$ cat src/axi_bridge_config.svh
`ifndef AXI_BRIDGE_CONFIG_SVH
`define AXI_BRIDGE_CONFIG_SVH

// AXI bus widths
`define AXI_ADDR_W 32
`define AXI_DATA_W 128
`define AXI_STRB_W 16 // One bit per data byte
`define AXI_ID_W 4

// Read IDs per client
`define INST_ID 4'h0
`define DATA_ID 4'h1

`endif

$ cat src/axi_bridge_pkg.sv
`default_nettype none

package axi_bridge_pkg;

    // Read channel sequencing
    typedef enum logic [1:0] {
        RD_IDLE = 2'd0,
        RD_ADDR = 2'd1, // AR held until accepted
        RD_DATA = 2'd2  // Waiting on the R beat
    } rd_state_e;

    typedef enum logic [1:0] {
        WR_IDLE = 2'd0,
        WR_SEND = 2'd1, // AW and W in flight
        WR_RESP = 2'd2  // Waiting on B
    } wr_state_e;

    // AXI size field, bytes per beat
    typedef enum logic [2:0] {
        SIZE_1B  = 3'd0,
        SIZE_2B  = 3'd1,
        SIZE_4B  = 3'd2,
        SIZE_16B = 3'd4
    } axi_size_e;

endpackage

`default_nettype wire

$ cat src/client_pkg.sv
`default_nettype none

package client_pkg;

    // Same codes as the AXI size field
    typedef enum logic [2:0] {
        REQ_BYTE = 3'd0,
        REQ_HALF = 3'd1,
        REQ_WORD = 3'd2,
        REQ_LINE = 3'd4  // Full 128-bit line
    } req_type_e;

    typedef enum logic {
        CLIENT_INST = 1'b0,
        CLIENT_DATA = 1'b1
    } client_e;

endpackage

`default_nettype wire

$ cat src/bridge_ifs.sv
`default_nettype none

`include "axi_bridge_config.svh"

// R beat handed from the read FSM to the return router
interface read_return_if
    import client_pkg::*;
();
    logic                   beat_fire; // One cycle per accepted beat
    logic [`AXI_ID_W-1:0]   beat_id;
    logic [`AXI_DATA_W-1:0] beat_data;
    client_e                owner;     // Client granted for this read

    modport source (output beat_fire, beat_id, beat_data, owner);
    modport sink   (input  beat_fire, beat_id, beat_data, owner);
endinterface

// Write payload held while AW and W are pending
interface write_buf_if
    import axi_bridge_pkg::*;
();
    logic                     load;
    logic [`AXI_ADDR_W-1:0]   addr;
    logic [`AXI_DATA_W-1:0]   data;
    logic [`AXI_STRB_W-1:0]   strb;
    axi_size_e                size;

    modport control (output load, input  addr, data, strb, size);
    modport storage (input  load, output addr, data, strb, size);
endinterface

`default_nettype wire

$ cat src/axi_bridge_top.sv
`default_nettype none

`include "axi_bridge_config.svh"

module axi_bridge_top
    import client_pkg::*;
(
    input  wire                      clk,
    input  wire                      rst_n_i,
    // Instruction fetch client
    input  wire                      inst_rd_req_i,
    input  wire [`AXI_ADDR_W-1:0]    inst_rd_addr_i,
    output logic                     inst_rd_rdy_o,
    output logic                     inst_ret_valid_o,
    output logic [`AXI_DATA_W-1:0]   inst_ret_data_o,
    // Data client
    input  wire                      data_rd_req_i,
    input  wire req_type_e           data_rd_type_i,
    input  wire [`AXI_ADDR_W-1:0]    data_rd_addr_i,
    output logic                     data_rd_rdy_o,
    output logic                     data_ret_valid_o,
    output logic [`AXI_DATA_W-1:0]   data_ret_data_o,
    input  wire                      data_wr_req_i,
    input  wire req_type_e           data_wr_type_i,
    input  wire [`AXI_ADDR_W-1:0]    data_wr_addr_i,
    input  wire [`AXI_DATA_W-1:0]    data_wr_data_i,
    input  wire [`AXI_STRB_W-1:0]    data_wr_strb_i,
    output logic                     data_wr_rdy_o,
    // AXI read
    output logic [`AXI_ID_W-1:0]     arid_o,
    output logic [`AXI_ADDR_W-1:0]   araddr_o,
    output logic [2:0]               arsize_o,
    output logic                     arvalid_o,
    input  wire                      arready_i,
    input  wire [`AXI_ID_W-1:0]      rid_i,
    input  wire [`AXI_DATA_W-1:0]    rdata_i,
    input  wire                      rvalid_i,
    output logic                     rready_o,
    // AXI write
    output logic [`AXI_ADDR_W-1:0]   awaddr_o,
    output logic [2:0]               awsize_o,
    output logic                     awvalid_o,
    input  wire                      awready_i,
    output logic [`AXI_DATA_W-1:0]   wdata_o,
    output logic [`AXI_STRB_W-1:0]   wstrb_o,
    output logic                     wvalid_o,
    input  wire                      wready_i,
    input  wire                      bvalid_i,
    output logic                     bready_o
);

    read_return_if ret_if ();
    write_buf_if   wbuf_if ();

    read_arbiter_fsm u_read_arbiter_fsm (
        .clk            (clk),
        .rst_n_i        (rst_n_i),
        .inst_rd_req_i  (inst_rd_req_i),
        .inst_rd_addr_i (inst_rd_addr_i),
        .data_rd_req_i  (data_rd_req_i),
        .data_rd_type_i (data_rd_type_i),
        .data_rd_addr_i (data_rd_addr_i),
        .arready_i      (arready_i),
        .rid_i          (rid_i),
        .rdata_i        (rdata_i),
        .rvalid_i       (rvalid_i),
        .inst_rd_rdy_o  (inst_rd_rdy_o),
        .data_rd_rdy_o  (data_rd_rdy_o),
        .arid_o         (arid_o),
        .araddr_o       (araddr_o),
        .arsize_o       (arsize_o),
        .arvalid_o      (arvalid_o),
        .rready_o       (rready_o),
        .ret            (ret_if.source)
    );

    read_return_router u_read_return_router (
        .clk              (clk),
        .rst_n_i          (rst_n_i),
        .ret              (ret_if.sink),
        .inst_ret_valid_o (inst_ret_valid_o),
        .inst_ret_data_o  (inst_ret_data_o),
        .data_ret_valid_o (data_ret_valid_o),
        .data_ret_data_o  (data_ret_data_o)
    );

    write_fsm u_write_fsm (
        .clk           (clk),
        .rst_n_i       (rst_n_i),
        .data_wr_req_i (data_wr_req_i),
        .awready_i     (awready_i),
        .wready_i      (wready_i),
        .bvalid_i      (bvalid_i),
        .data_wr_rdy_o (data_wr_rdy_o),
        .awaddr_o      (awaddr_o),
        .awsize_o      (awsize_o),
        .awvalid_o     (awvalid_o),
        .wdata_o       (wdata_o),
        .wstrb_o       (wstrb_o),
        .wvalid_o      (wvalid_o),
        .bready_o      (bready_o),
        .wr_buf        (wbuf_if.control)
    );

    write_data_buffer u_write_data_buffer (
        .clk            (clk),
        .rst_n_i        (rst_n_i),
        .data_wr_type_i (data_wr_type_i),
        .data_wr_addr_i (data_wr_addr_i),
        .data_wr_data_i (data_wr_data_i),
        .data_wr_strb_i (data_wr_strb_i),
        .wr_buf         (wbuf_if.storage)
    );

endmodule

`default_nettype wire

$ cat src/read_arbiter_fsm.sv
`default_nettype none

`include "axi_bridge_config.svh"

module read_arbiter_fsm
    import axi_bridge_pkg::*;
    import client_pkg::*;
(
    input  wire                      clk,
    input  wire                      rst_n_i,
    input  wire                      inst_rd_req_i,
    input  wire [`AXI_ADDR_W-1:0]    inst_rd_addr_i,
    input  wire                      data_rd_req_i,
    input  wire req_type_e           data_rd_type_i,
    input  wire [`AXI_ADDR_W-1:0]    data_rd_addr_i,
    input  wire                      arready_i,
    input  wire [`AXI_ID_W-1:0]      rid_i,
    input  wire [`AXI_DATA_W-1:0]    rdata_i,
    input  wire                      rvalid_i,
    output logic                     inst_rd_rdy_o,
    output logic                     data_rd_rdy_o,
    output logic [`AXI_ID_W-1:0]     arid_o,
    output logic [`AXI_ADDR_W-1:0]   araddr_o,
    output axi_size_e                arsize_o,
    output logic                     arvalid_o,
    output logic                     rready_o,
    read_return_if.source            ret
);

    rd_state_e              state_q;
    client_e                owner_q;
    logic [`AXI_ADDR_W-1:0] addr_q;
    axi_size_e              size_q;
    logic                   data_acc;
    logic                   inst_acc;

    // Data client wins a tie
    assign data_rd_rdy_o = (state_q == RD_IDLE);
    assign inst_rd_rdy_o = (state_q == RD_IDLE) && !data_rd_req_i;
    assign data_acc      = data_rd_req_i && data_rd_rdy_o;
    assign inst_acc      = inst_rd_req_i && inst_rd_rdy_o;

    assign arvalid_o = (state_q == RD_ADDR);
    assign rready_o  = (state_q == RD_DATA);
    assign araddr_o  = addr_q;
    assign arsize_o  = size_q;
    assign arid_o    = (owner_q == CLIENT_DATA) ? `DATA_ID : `INST_ID;

    assign ret.beat_fire = rvalid_i && rready_o;
    assign ret.beat_id   = rid_i;
    assign ret.beat_data = rdata_i;
    assign ret.owner     = owner_q;

    always_ff @(posedge clk) begin
        if (!rst_n_i) begin
            state_q <= RD_IDLE;
            owner_q <= CLIENT_INST;
        end else begin
            case (state_q)
                RD_IDLE: if (data_acc || inst_acc) state_q <= RD_ADDR;
                RD_ADDR: if (arready_i) state_q <= RD_DATA;
                RD_DATA: if (rvalid_i) state_q <= RD_IDLE; // Free again on the R beat
                default: state_q <= RD_IDLE;
            endcase
            if (data_acc) begin
                owner_q <= CLIENT_DATA;
            end else if (inst_acc) begin
                owner_q <= CLIENT_INST;
            end
        end
    end

    // Granted request payload
    always_ff @(posedge clk) begin
        if (data_acc) begin
            addr_q <= data_rd_addr_i;
            size_q <= axi_size_e'(data_rd_type_i);
        end else if (inst_acc) begin
            addr_q <= inst_rd_addr_i;
            size_q <= SIZE_16B; // Fetch is always a full line
        end
    end

endmodule

`default_nettype wire

$ cat src/read_return_router.sv
`default_nettype none

`include "axi_bridge_config.svh"

module read_return_router
    import client_pkg::*;
(
    input  wire                      clk,
    input  wire                      rst_n_i,
    read_return_if.sink              ret,
    output logic                     inst_ret_valid_o,
    output logic [`AXI_DATA_W-1:0]   inst_ret_data_o,
    output logic                     data_ret_valid_o,
    output logic [`AXI_DATA_W-1:0]   data_ret_data_o
);

    client_e dst;

    // Destination follows the R channel ID
    assign dst = (ret.beat_id == `DATA_ID) ? CLIENT_DATA : CLIENT_INST;

    always_ff @(posedge clk) begin
        if (!rst_n_i) begin
            inst_ret_valid_o <= 1'b0;
            data_ret_valid_o <= 1'b0;
        end else begin
            inst_ret_valid_o <= ret.beat_fire && (dst == CLIENT_INST);
            data_ret_valid_o <= ret.beat_fire && (dst == CLIENT_DATA);
        end
    end

    // Other client keeps its last line
    always_ff @(posedge clk) begin
        if (ret.beat_fire && dst == CLIENT_INST) inst_ret_data_o <= ret.beat_data;
        if (ret.beat_fire && dst == CLIENT_DATA) data_ret_data_o <= ret.beat_data;
    end

endmodule

`default_nettype wire

$ cat src/write_data_buffer.sv
`default_nettype none

`include "axi_bridge_config.svh"

module write_data_buffer
    import axi_bridge_pkg::*;
    import client_pkg::*;
(
    input  wire                      clk,
    input  wire                      rst_n_i,
    input  wire req_type_e           data_wr_type_i,
    input  wire [`AXI_ADDR_W-1:0]    data_wr_addr_i,
    input  wire [`AXI_DATA_W-1:0]    data_wr_data_i,
    input  wire [`AXI_STRB_W-1:0]    data_wr_strb_i,
    write_buf_if.storage             wr_buf
);

    // No bytes enabled until the first write
    always_ff @(posedge clk) begin
        if (!rst_n_i) begin
            wr_buf.strb <= '0;
            wr_buf.size <= SIZE_1B;
        end else if (wr_buf.load) begin
            wr_buf.strb <= data_wr_strb_i;
            wr_buf.size <= axi_size_e'(data_wr_type_i); // Codes line up one to one
        end
    end

    // Held through any AW or W stall
    always_ff @(posedge clk) begin
        if (wr_buf.load) begin
            wr_buf.addr <= data_wr_addr_i;
            wr_buf.data <= data_wr_data_i;
        end
    end

endmodule

`default_nettype wire

$ cat src/write_fsm.sv
`default_nettype none

`include "axi_bridge_config.svh"

module write_fsm
    import axi_bridge_pkg::*;
(
    input  wire                      clk,
    input  wire                      rst_n_i,
    input  wire                      data_wr_req_i,
    input  wire                      awready_i,
    input  wire                      wready_i,
    input  wire                      bvalid_i,
    output logic                     data_wr_rdy_o,
    output logic [`AXI_ADDR_W-1:0]   awaddr_o,
    output axi_size_e                awsize_o,
    output logic                     awvalid_o,
    output logic [`AXI_DATA_W-1:0]   wdata_o,
    output logic [`AXI_STRB_W-1:0]   wstrb_o,
    output logic                     wvalid_o,
    output logic                     bready_o,
    write_buf_if.control             wr_buf
);

    wr_state_e state_q;
    logic      aw_done_q; // AW already accepted
    logic      w_done_q;  // W already accepted
    logic      aw_fire;
    logic      w_fire;

    assign data_wr_rdy_o = (state_q == WR_IDLE);
    assign wr_buf.load   = data_wr_req_i && data_wr_rdy_o;

    assign awvalid_o = (state_q == WR_SEND) && !aw_done_q;
    assign wvalid_o  = (state_q == WR_SEND) && !w_done_q;
    assign bready_o  = (state_q == WR_RESP);
    assign aw_fire   = awvalid_o && awready_i;
    assign w_fire    = wvalid_o && wready_i;

    assign awaddr_o = wr_buf.addr;
    assign awsize_o = wr_buf.size;
    assign wdata_o  = wr_buf.data;
    assign wstrb_o  = wr_buf.strb;

    always_ff @(posedge clk) begin
        if (!rst_n_i) begin
            state_q   <= WR_IDLE;
            aw_done_q <= 1'b0;
            w_done_q  <= 1'b0;
        end else begin
            case (state_q)
                WR_IDLE: begin
                    aw_done_q <= 1'b0;
                    w_done_q  <= 1'b0;
                    if (wr_buf.load) state_q <= WR_SEND;
                end
                WR_SEND: begin
                    aw_done_q <= aw_done_q || aw_fire;
                    w_done_q  <= w_done_q || w_fire;
                    // Channels may finish in either order
                    if ((aw_done_q || aw_fire) && (w_done_q || w_fire)) state_q <= WR_RESP;
                end
                WR_RESP: if (bvalid_i) state_q <= WR_IDLE;
                default: state_q <= WR_IDLE;
            endcase
        end
    end

endmodule

`default_nettype wire
$ cat config.mk
export PLATFORM = sky130hd
export DESIGN_NAME = axi_bridge_top
export DESIGN_NICKNAME = d
export VERILOG_FILES = /design/src/axi_bridge_pkg.sv /design/src/client_pkg.sv /design/src/bridge_ifs.sv /design/src/axi_bridge_top.sv /design/src/read_arbiter_fsm.sv /design/src/read_return_router.sv /design/src/write_data_buffer.sv /design/src/write_fsm.sv
export VERILOG_INCLUDE_DIRS = /design/src
export SDC_FILE = /design/constraint.sdc
export NUM_CORES = 1
export LEC_CHECK = 0
export BUFFER_PORTS_ARGS = -buffer_cell sky130_fd_sc_hd__buf_4
export CAP_MARGIN = 20
export CORE_AREA = 2 2 337 339
export CTS_BUF_LIST = sky130_fd_sc_hd__clkbuf_8
export DETAILED_ROUTE_END_ITERATION = 8
export DIE_AREA = 0 0 339 341
export PLACE_DENSITY = 0.43
export SYNTH_ARGS = -nofsm -noshare
export SYNTH_HDL_FRONTEND = slang
export SYNTH_SLANG_ARGS = --single-unit
$ cat constraint.sdc
create_clock -name clk -period 8.4 [get_ports clk]
set_input_delay 0.84 -clock clk [delete_from_list [all_inputs] [get_ports clk]]
set_output_delay 0.84 -clock clk [all_outputs]
set_load 0.05 [all_outputs]
Word-level counts from Yosys, hierarchy flattened
Index checks and enable logic that the tools add are counted.

Equality and inequality tests: 11. Mux-type cells: 18. Bitwise operators: 1. Reductions and logical operators: 24.

Operators by type and width (number): 32-bit 2-to-1 mux (2); 1-bit logical AND (12); 2-bit 2-to-1 mux (6); 2-bit one-hot mux with 3 select lines (2); 2-bit != test (second input constant) (4); 3-bit 2-to-1 mux (2); 3-bit AND reduction (2); 2-bit by 1-bit equality test with 1-bit output (second input constant) (2); 2-bit equality test (second input constant) (2); 4-bit by 1-bit equality test with 1-bit output (second input constant) (1); 2-bit zero test (2); 1-bit 2-to-1 mux (4); 2-bit by 1-bit != test with 1-bit output (second input constant) (2); 1-bit one-hot mux with 2 select lines (2); 2-bit nonzero test (2); 1-bit zero test (3); 1-bit logical OR (3); 1-bit NOT (1).

Bits in registers: 479. Input port bits: 388. Output and inout port bits: 484. Word-level logic and storage cells: 69.

Depth between registers and ports, before layout
Depth after elaboration: 7. Depth in mapped cells: 4.

Cells and area by module
Synthesis repeated with hierarchy kept, for this count alone.

Cells, all modules: 919. Area total of the unflattened synthesis: 17641.9 sq um.

By module, submodules not included: read_return_router (times used 1, cells each 264, area an instance 7778.7 sq um, sequential area each 7727.4 sq um); write_data_buffer (times used 1, cells each 220, area an instance 5529.1 sq um, sequential area each 5185.0 sq um); read_arbiter_fsm (times used 1, cells each 232, area an instance 2785.2 sq um, sequential area each 1111.1 sq um); write_fsm (times used 1, cells each 203, area an instance 1549.0 sq um, sequential area each 80.1 sq um).

Worst setup path after synthesis
Ideal clock, no wire load.

Path kind: in2reg. From: input port rid_i[1]. To: register u_read_return_router.data_ret_data_o[0], enable pin. Setup time: 616 ps. Arrival: 6738 ps. Setup slack: 1046 ps. Cell stages on the path: 2. Path buffers: 0. Cell sequence: or4b_1 nor2_1.

Word-level cells in the longest chain between the ends: 3.

Ends and longest elaborated chain: start: declaration (line axi_bridge_top.sv:35) `` input wire [`AXI_ID_W-1:0] rid_i, ``; 4-bit by 1-bit equality test with 1-bit output (no line); 1-bit 2-to-1 mux (line read_return_router.sv:20) `` assign dst = (ret.beat_id == `DATA_ID) ? CLIENT_DATA : CLIENT_INST; ``; 1-bit logical AND (line read_return_router.sv:35) `if (ret.beat_fire && dst == CLIENT_DATA) data_ret_data_o <= ret.beat_data;`; end signal: assignment (line read_return_router.sv:35); end: declaration (line read_return_router.sv:14) `` output logic [`AXI_DATA_W-1:0] data_ret_data_o ``.

Every way passes these cells. A chain may end at the register's enable or synchronous reset.

Worst setup path after layout
From: input port rid_i[1]. To: register u_read_return_router.data_ret_data_o[107], enable pin.

The elaborated chain is that of the path after synthesis.

==> impl_results.md <==
* Clock Power Share at 0.401
* First-pass GRT wire length at between 90000 and 100000 um
* Via count of the first global-routing pass at 11400
* CTS tree: done
* Routed WL at 70800 um
* Highest achievable clock rate at ~380 MHz
* Number of I/O pins at between 800 and 900
* Iteration count of the initial detailed-routing pass at 4
* Global Route met1 Usage at 0.117
* Met3 Track Usage GR at 0.0775
* Total negative setup slack at 0 ns
* GR Overflow Total at 0
* Sw frac at 0.280
* Average wire length per cell after detail routing at 22.4 um
* Sink count of the clock tree at around 480
* Dominant cell by count in the synthesized netlist: edfxtp_1
* Area share of the largest cell type after synthesis at 0.884
* Number of max-cap violations at 0
* Arrival time of the worst setup path at 2.95 ns
* Placer congestion estimate at 0.860
* Clock input transition at the sequential cells of the worst setup and hold paths at 0.06 ns
* Net count, final at about 2000
* Total Die Area at 116000 um^2
* Endpoint required time on the critical path at slightly below 9 ns
* Depth of the worst register-to-register path at 4
* Hold/Removal Path Class: in2reg
* Synth Flop Type: edfxtp_1
* Buffers added on ports at about 870
* Finish-stage setup viols at 0
* Post-synthesis cell type with the largest combined area: edfxtp_1
* Most Used Layer, Global Route: met2
* Hold Path Depth at 1
* Critical Path End Type: flop
* Crit Path Class: in2reg
* Register-to-register setup slack at approximately 5.8 ns
* Minimum clock period at 2.63 ns
* Count of filler cells inserted in the layout at around 12000
* Vert. Die Dim at between 300 and 400 um
* Placeable Area at roughly 110000 um^2
* Slew Limit Fails at 0
* Clk_lat worst skew at approximately 0.74 ns
* Summed instance area of the synthesized netlist at between 15000 and 20000 um^2
* # DRC at 0
* Num rows at about 120
* Via density per instance at 3.21
* Post-CTS Repair Setup Buffers at 0
* Cts bufs inserted at 89
* Final clock skew at 0.0437 ns
* Worst slew margin relative to its limit at 0.347
* Number of synthesized flops with an enable pin at between 400 and 500
* Effective utilization at floorplan at 0.137
* Start of the worst register-to-register path: u_read_arbiter_fsm.state_q[1]$_SDFFE_PN0P_
* Crit share post-route at 0.313
* Hold path endpoint: u_write_data_buffer.wr_buf.data[102]$_DFFE_PP_
* Area contributors post-synth: edfxtp_1 88%, dfxtp_1 3.7%, mux2_4 2.5%
* Hold buffers post-CTS at 0
* DRT antenna net count at 0
* Final Hold Fails at 0
* GRT Resource Usage Total at 0.118
* Number of buffers on the longest clock path at 3
* Netlist cell types at 35
* Standby leakage power at roughly 10 nW
* Internal Dissipation at ~4.3 mW
* Slew of the pin with the lowest slew margin at just under 1 ns
* Switching power total at 1.68 mW
* Final total power at ~6.0 mW
* Post-cts gate resize count at 0
* Antenna violations before repair at 26
* Hpwl dp at ~56000 um
* Largest fanout on the critical path at 50
* Sequential fraction of the synthesis area at 0.920
* H-tree levels at 3
* Status: finished, final reports clean
* Largest net degree at the start of global routing at 160
* Syn-to-layout area delta at 67.1%
* Number of cells produced by synthesis at 630
* Root Buffer: clkbuf_8
* Launch point of the worst hold path: data_wr_data_i[102]
* Fraction of layout instances using a drive strength above 1 at 0.626
* Reg2Reg Capture Point: u_read_return_router.data_ret_data_o[107]$_DFFE_PP_
* Pwr per Cell Area at around 230 nW/um^2
* Die X-Extent at ~340 um
* Met2 Resource Use GR at 0.198
* Warnings, synthesis at 0
* Fraction of registers with async set or reset after synthesis at 0
* Post-synth top cells: 451 x edfxtp_1, 39 x nand2_1, 28 x dfxtp_1
* Overall via count from detail_route at between 10000 and 15000
* Max rail drop VDD at roughly 0.00012 V
* Post-synthesis register bit count at approximately 480
* Critical Path Source Type: primary input
* Average instance area after synthesis at ~24 um^2
* Unrepaired setup endpoints after global routing: false
* Part of the power in registers at 0.462
* DRC marker count from the first detailed-route iteration at around 480
* Combinational group share of total power at 0.137
==> layout make-up <==
| type | instances | area [um^2] | share of cell area |
|---|---|---|---|
| sequential | 479 | 14100 | 0.551 |
| clock inverter | 71 | 606 | 0.0236 |
| timing repair buffer | 878 | 6620 | 0.259 |
| inverter | 3 | 11.3 | 0.000440 |
| tap | 1500 | 1880 | 0.0733 |
| clock buffer | 92 | 1270 | 0.0494 |
| antenna | 8 | 20.0 | 0.000782 |
| multi-input combinational | 133 | 1100 | 0.0430 |
==> sequential cells by signal, indices dropped and copies added (netlist names) <==
register and count:
u_read_return_router.data_ret_data_o 128, u_read_return_router.inst_ret_data_o 128, u_write_data_buffer.wr_buf.data 128, u_read_arbiter_fsm.araddr_o 32, u_write_data_buffer.wr_buf.addr 32, u_write_data_buffer.wr_buf.strb 16, u_read_arbiter_fsm.arsize_o 3, u_write_data_buffer.wr_buf.size 3
u_read_arbiter_fsm.state_q 2, u_write_fsm.state_q 2, u_read_arbiter_fsm.ret.owner 1, u_read_return_router.data_ret_valid_o 1, u_read_return_router.inst_ret_valid_o 1, u_write_fsm.aw_done_q 1, u_write_fsm.w_done_q 1
==> logic make-up after synthesis <==
logic type,share of synthesized area
buffers and inverters,0.0103
flip-flops,0.920
AO/OA/AOI/OAI,0.00441
multiplexers,0.0423
other,0.000245
AND/OR/NAND/NOR,0.0226
==> critical path, cell delays in order <==
cell and delay (ns):
buf_4 0.12, or4b_1 0.60, nor2_4 0.14, buf_4 0.47, buf_4 0.66
==> worst max path at each step <==
stage	startpoint	endpoint	slack, ns	cells past startpoint
2_1_floorplan	rid_i[1]	u_read_return_router.data_ret_data_o[0]$_DFFE_PP_	1.05	2
3_3_place_gp	rid_i[1]	u_read_return_router.data_ret_data_o[17]$_DFFE_PP_	5.06	5
3_5_place_dp	rid_i[1]	u_read_return_router.data_ret_data_o[28]$_DFFE_PP_	5.02	5
4_1_cts	u_write_fsm.state_q[0]$_SDFFE_PN0P_	awvalid_o	5.68	3
5_1_grt	u_write_fsm.state_q[0]$_SDFFE_PN0P_	wvalid_o	5.62	3
6_report	rid_i[1]	u_read_return_router.data_ret_data_o[107]$_DFFE_PP_	5.77	5
==> cell usage in the layout, fill, tap and decap left out, types with 8 or more instances in the layout <==
cell,count
mux2i_1,19
dfxtp_1,28
buf_4,876
clkinv_1,13
mux2_4,26
edfxtp_1,451
clkbuf_8,92
diode_2,8
clkinv_2,12
nand2_1,39
inv_1,31
bufinv_16,9
==> layer usage <==
layer  share of wire  wire (um)
met1            0.34      23800
met2            0.49      34400
met3            0.14       9960
met4           0.034       2380
met5          0.0029        205
==> power by group through the flow <==
| stage | Sequential [mW] | Combinational (mW) | Clock, mW |
|---|---|---|---|
| 2_1_floorplan | 3.15 | 0.119 | 0 |
| 6_report | 2.78 | 0.824 | 2.41 |
| 4_1_cts | 2.78 | 0.843 | 2.53 |
| 3_3_place_gp | 2.83 | 0.836 | 0 |
| 3_5_place_dp | 2.83 | 0.841 | 0 |
| 5_1_grt | 2.79 | 0.857 | 2.61 |
==> per-stage QoR <==
| stage | instances | utilization | setup slack [ns] | hold slack (ns) | cell area (um^2) |
|---|---|---|---|---|---|
| finish | 3164 | 0.229 | 5.77 | 0.269 | 25600 |
| floorplan | 632 | - | 1.05 | 0.430 | 15300 |
| CTS | 3155 | 0.228 | 5.68 | 0.133 | 25600 |
| detailed placement | 2992 | 0.212 | 5.02 | 0.450 | 23700 |
| global placement | 2992 | 0.212 | 5.06 | 0.445 | 23700 |
| global route | 3158 | 0.229 | 5.62 | 0.154 | 25600 |
(Power assumes the default switching activity.)
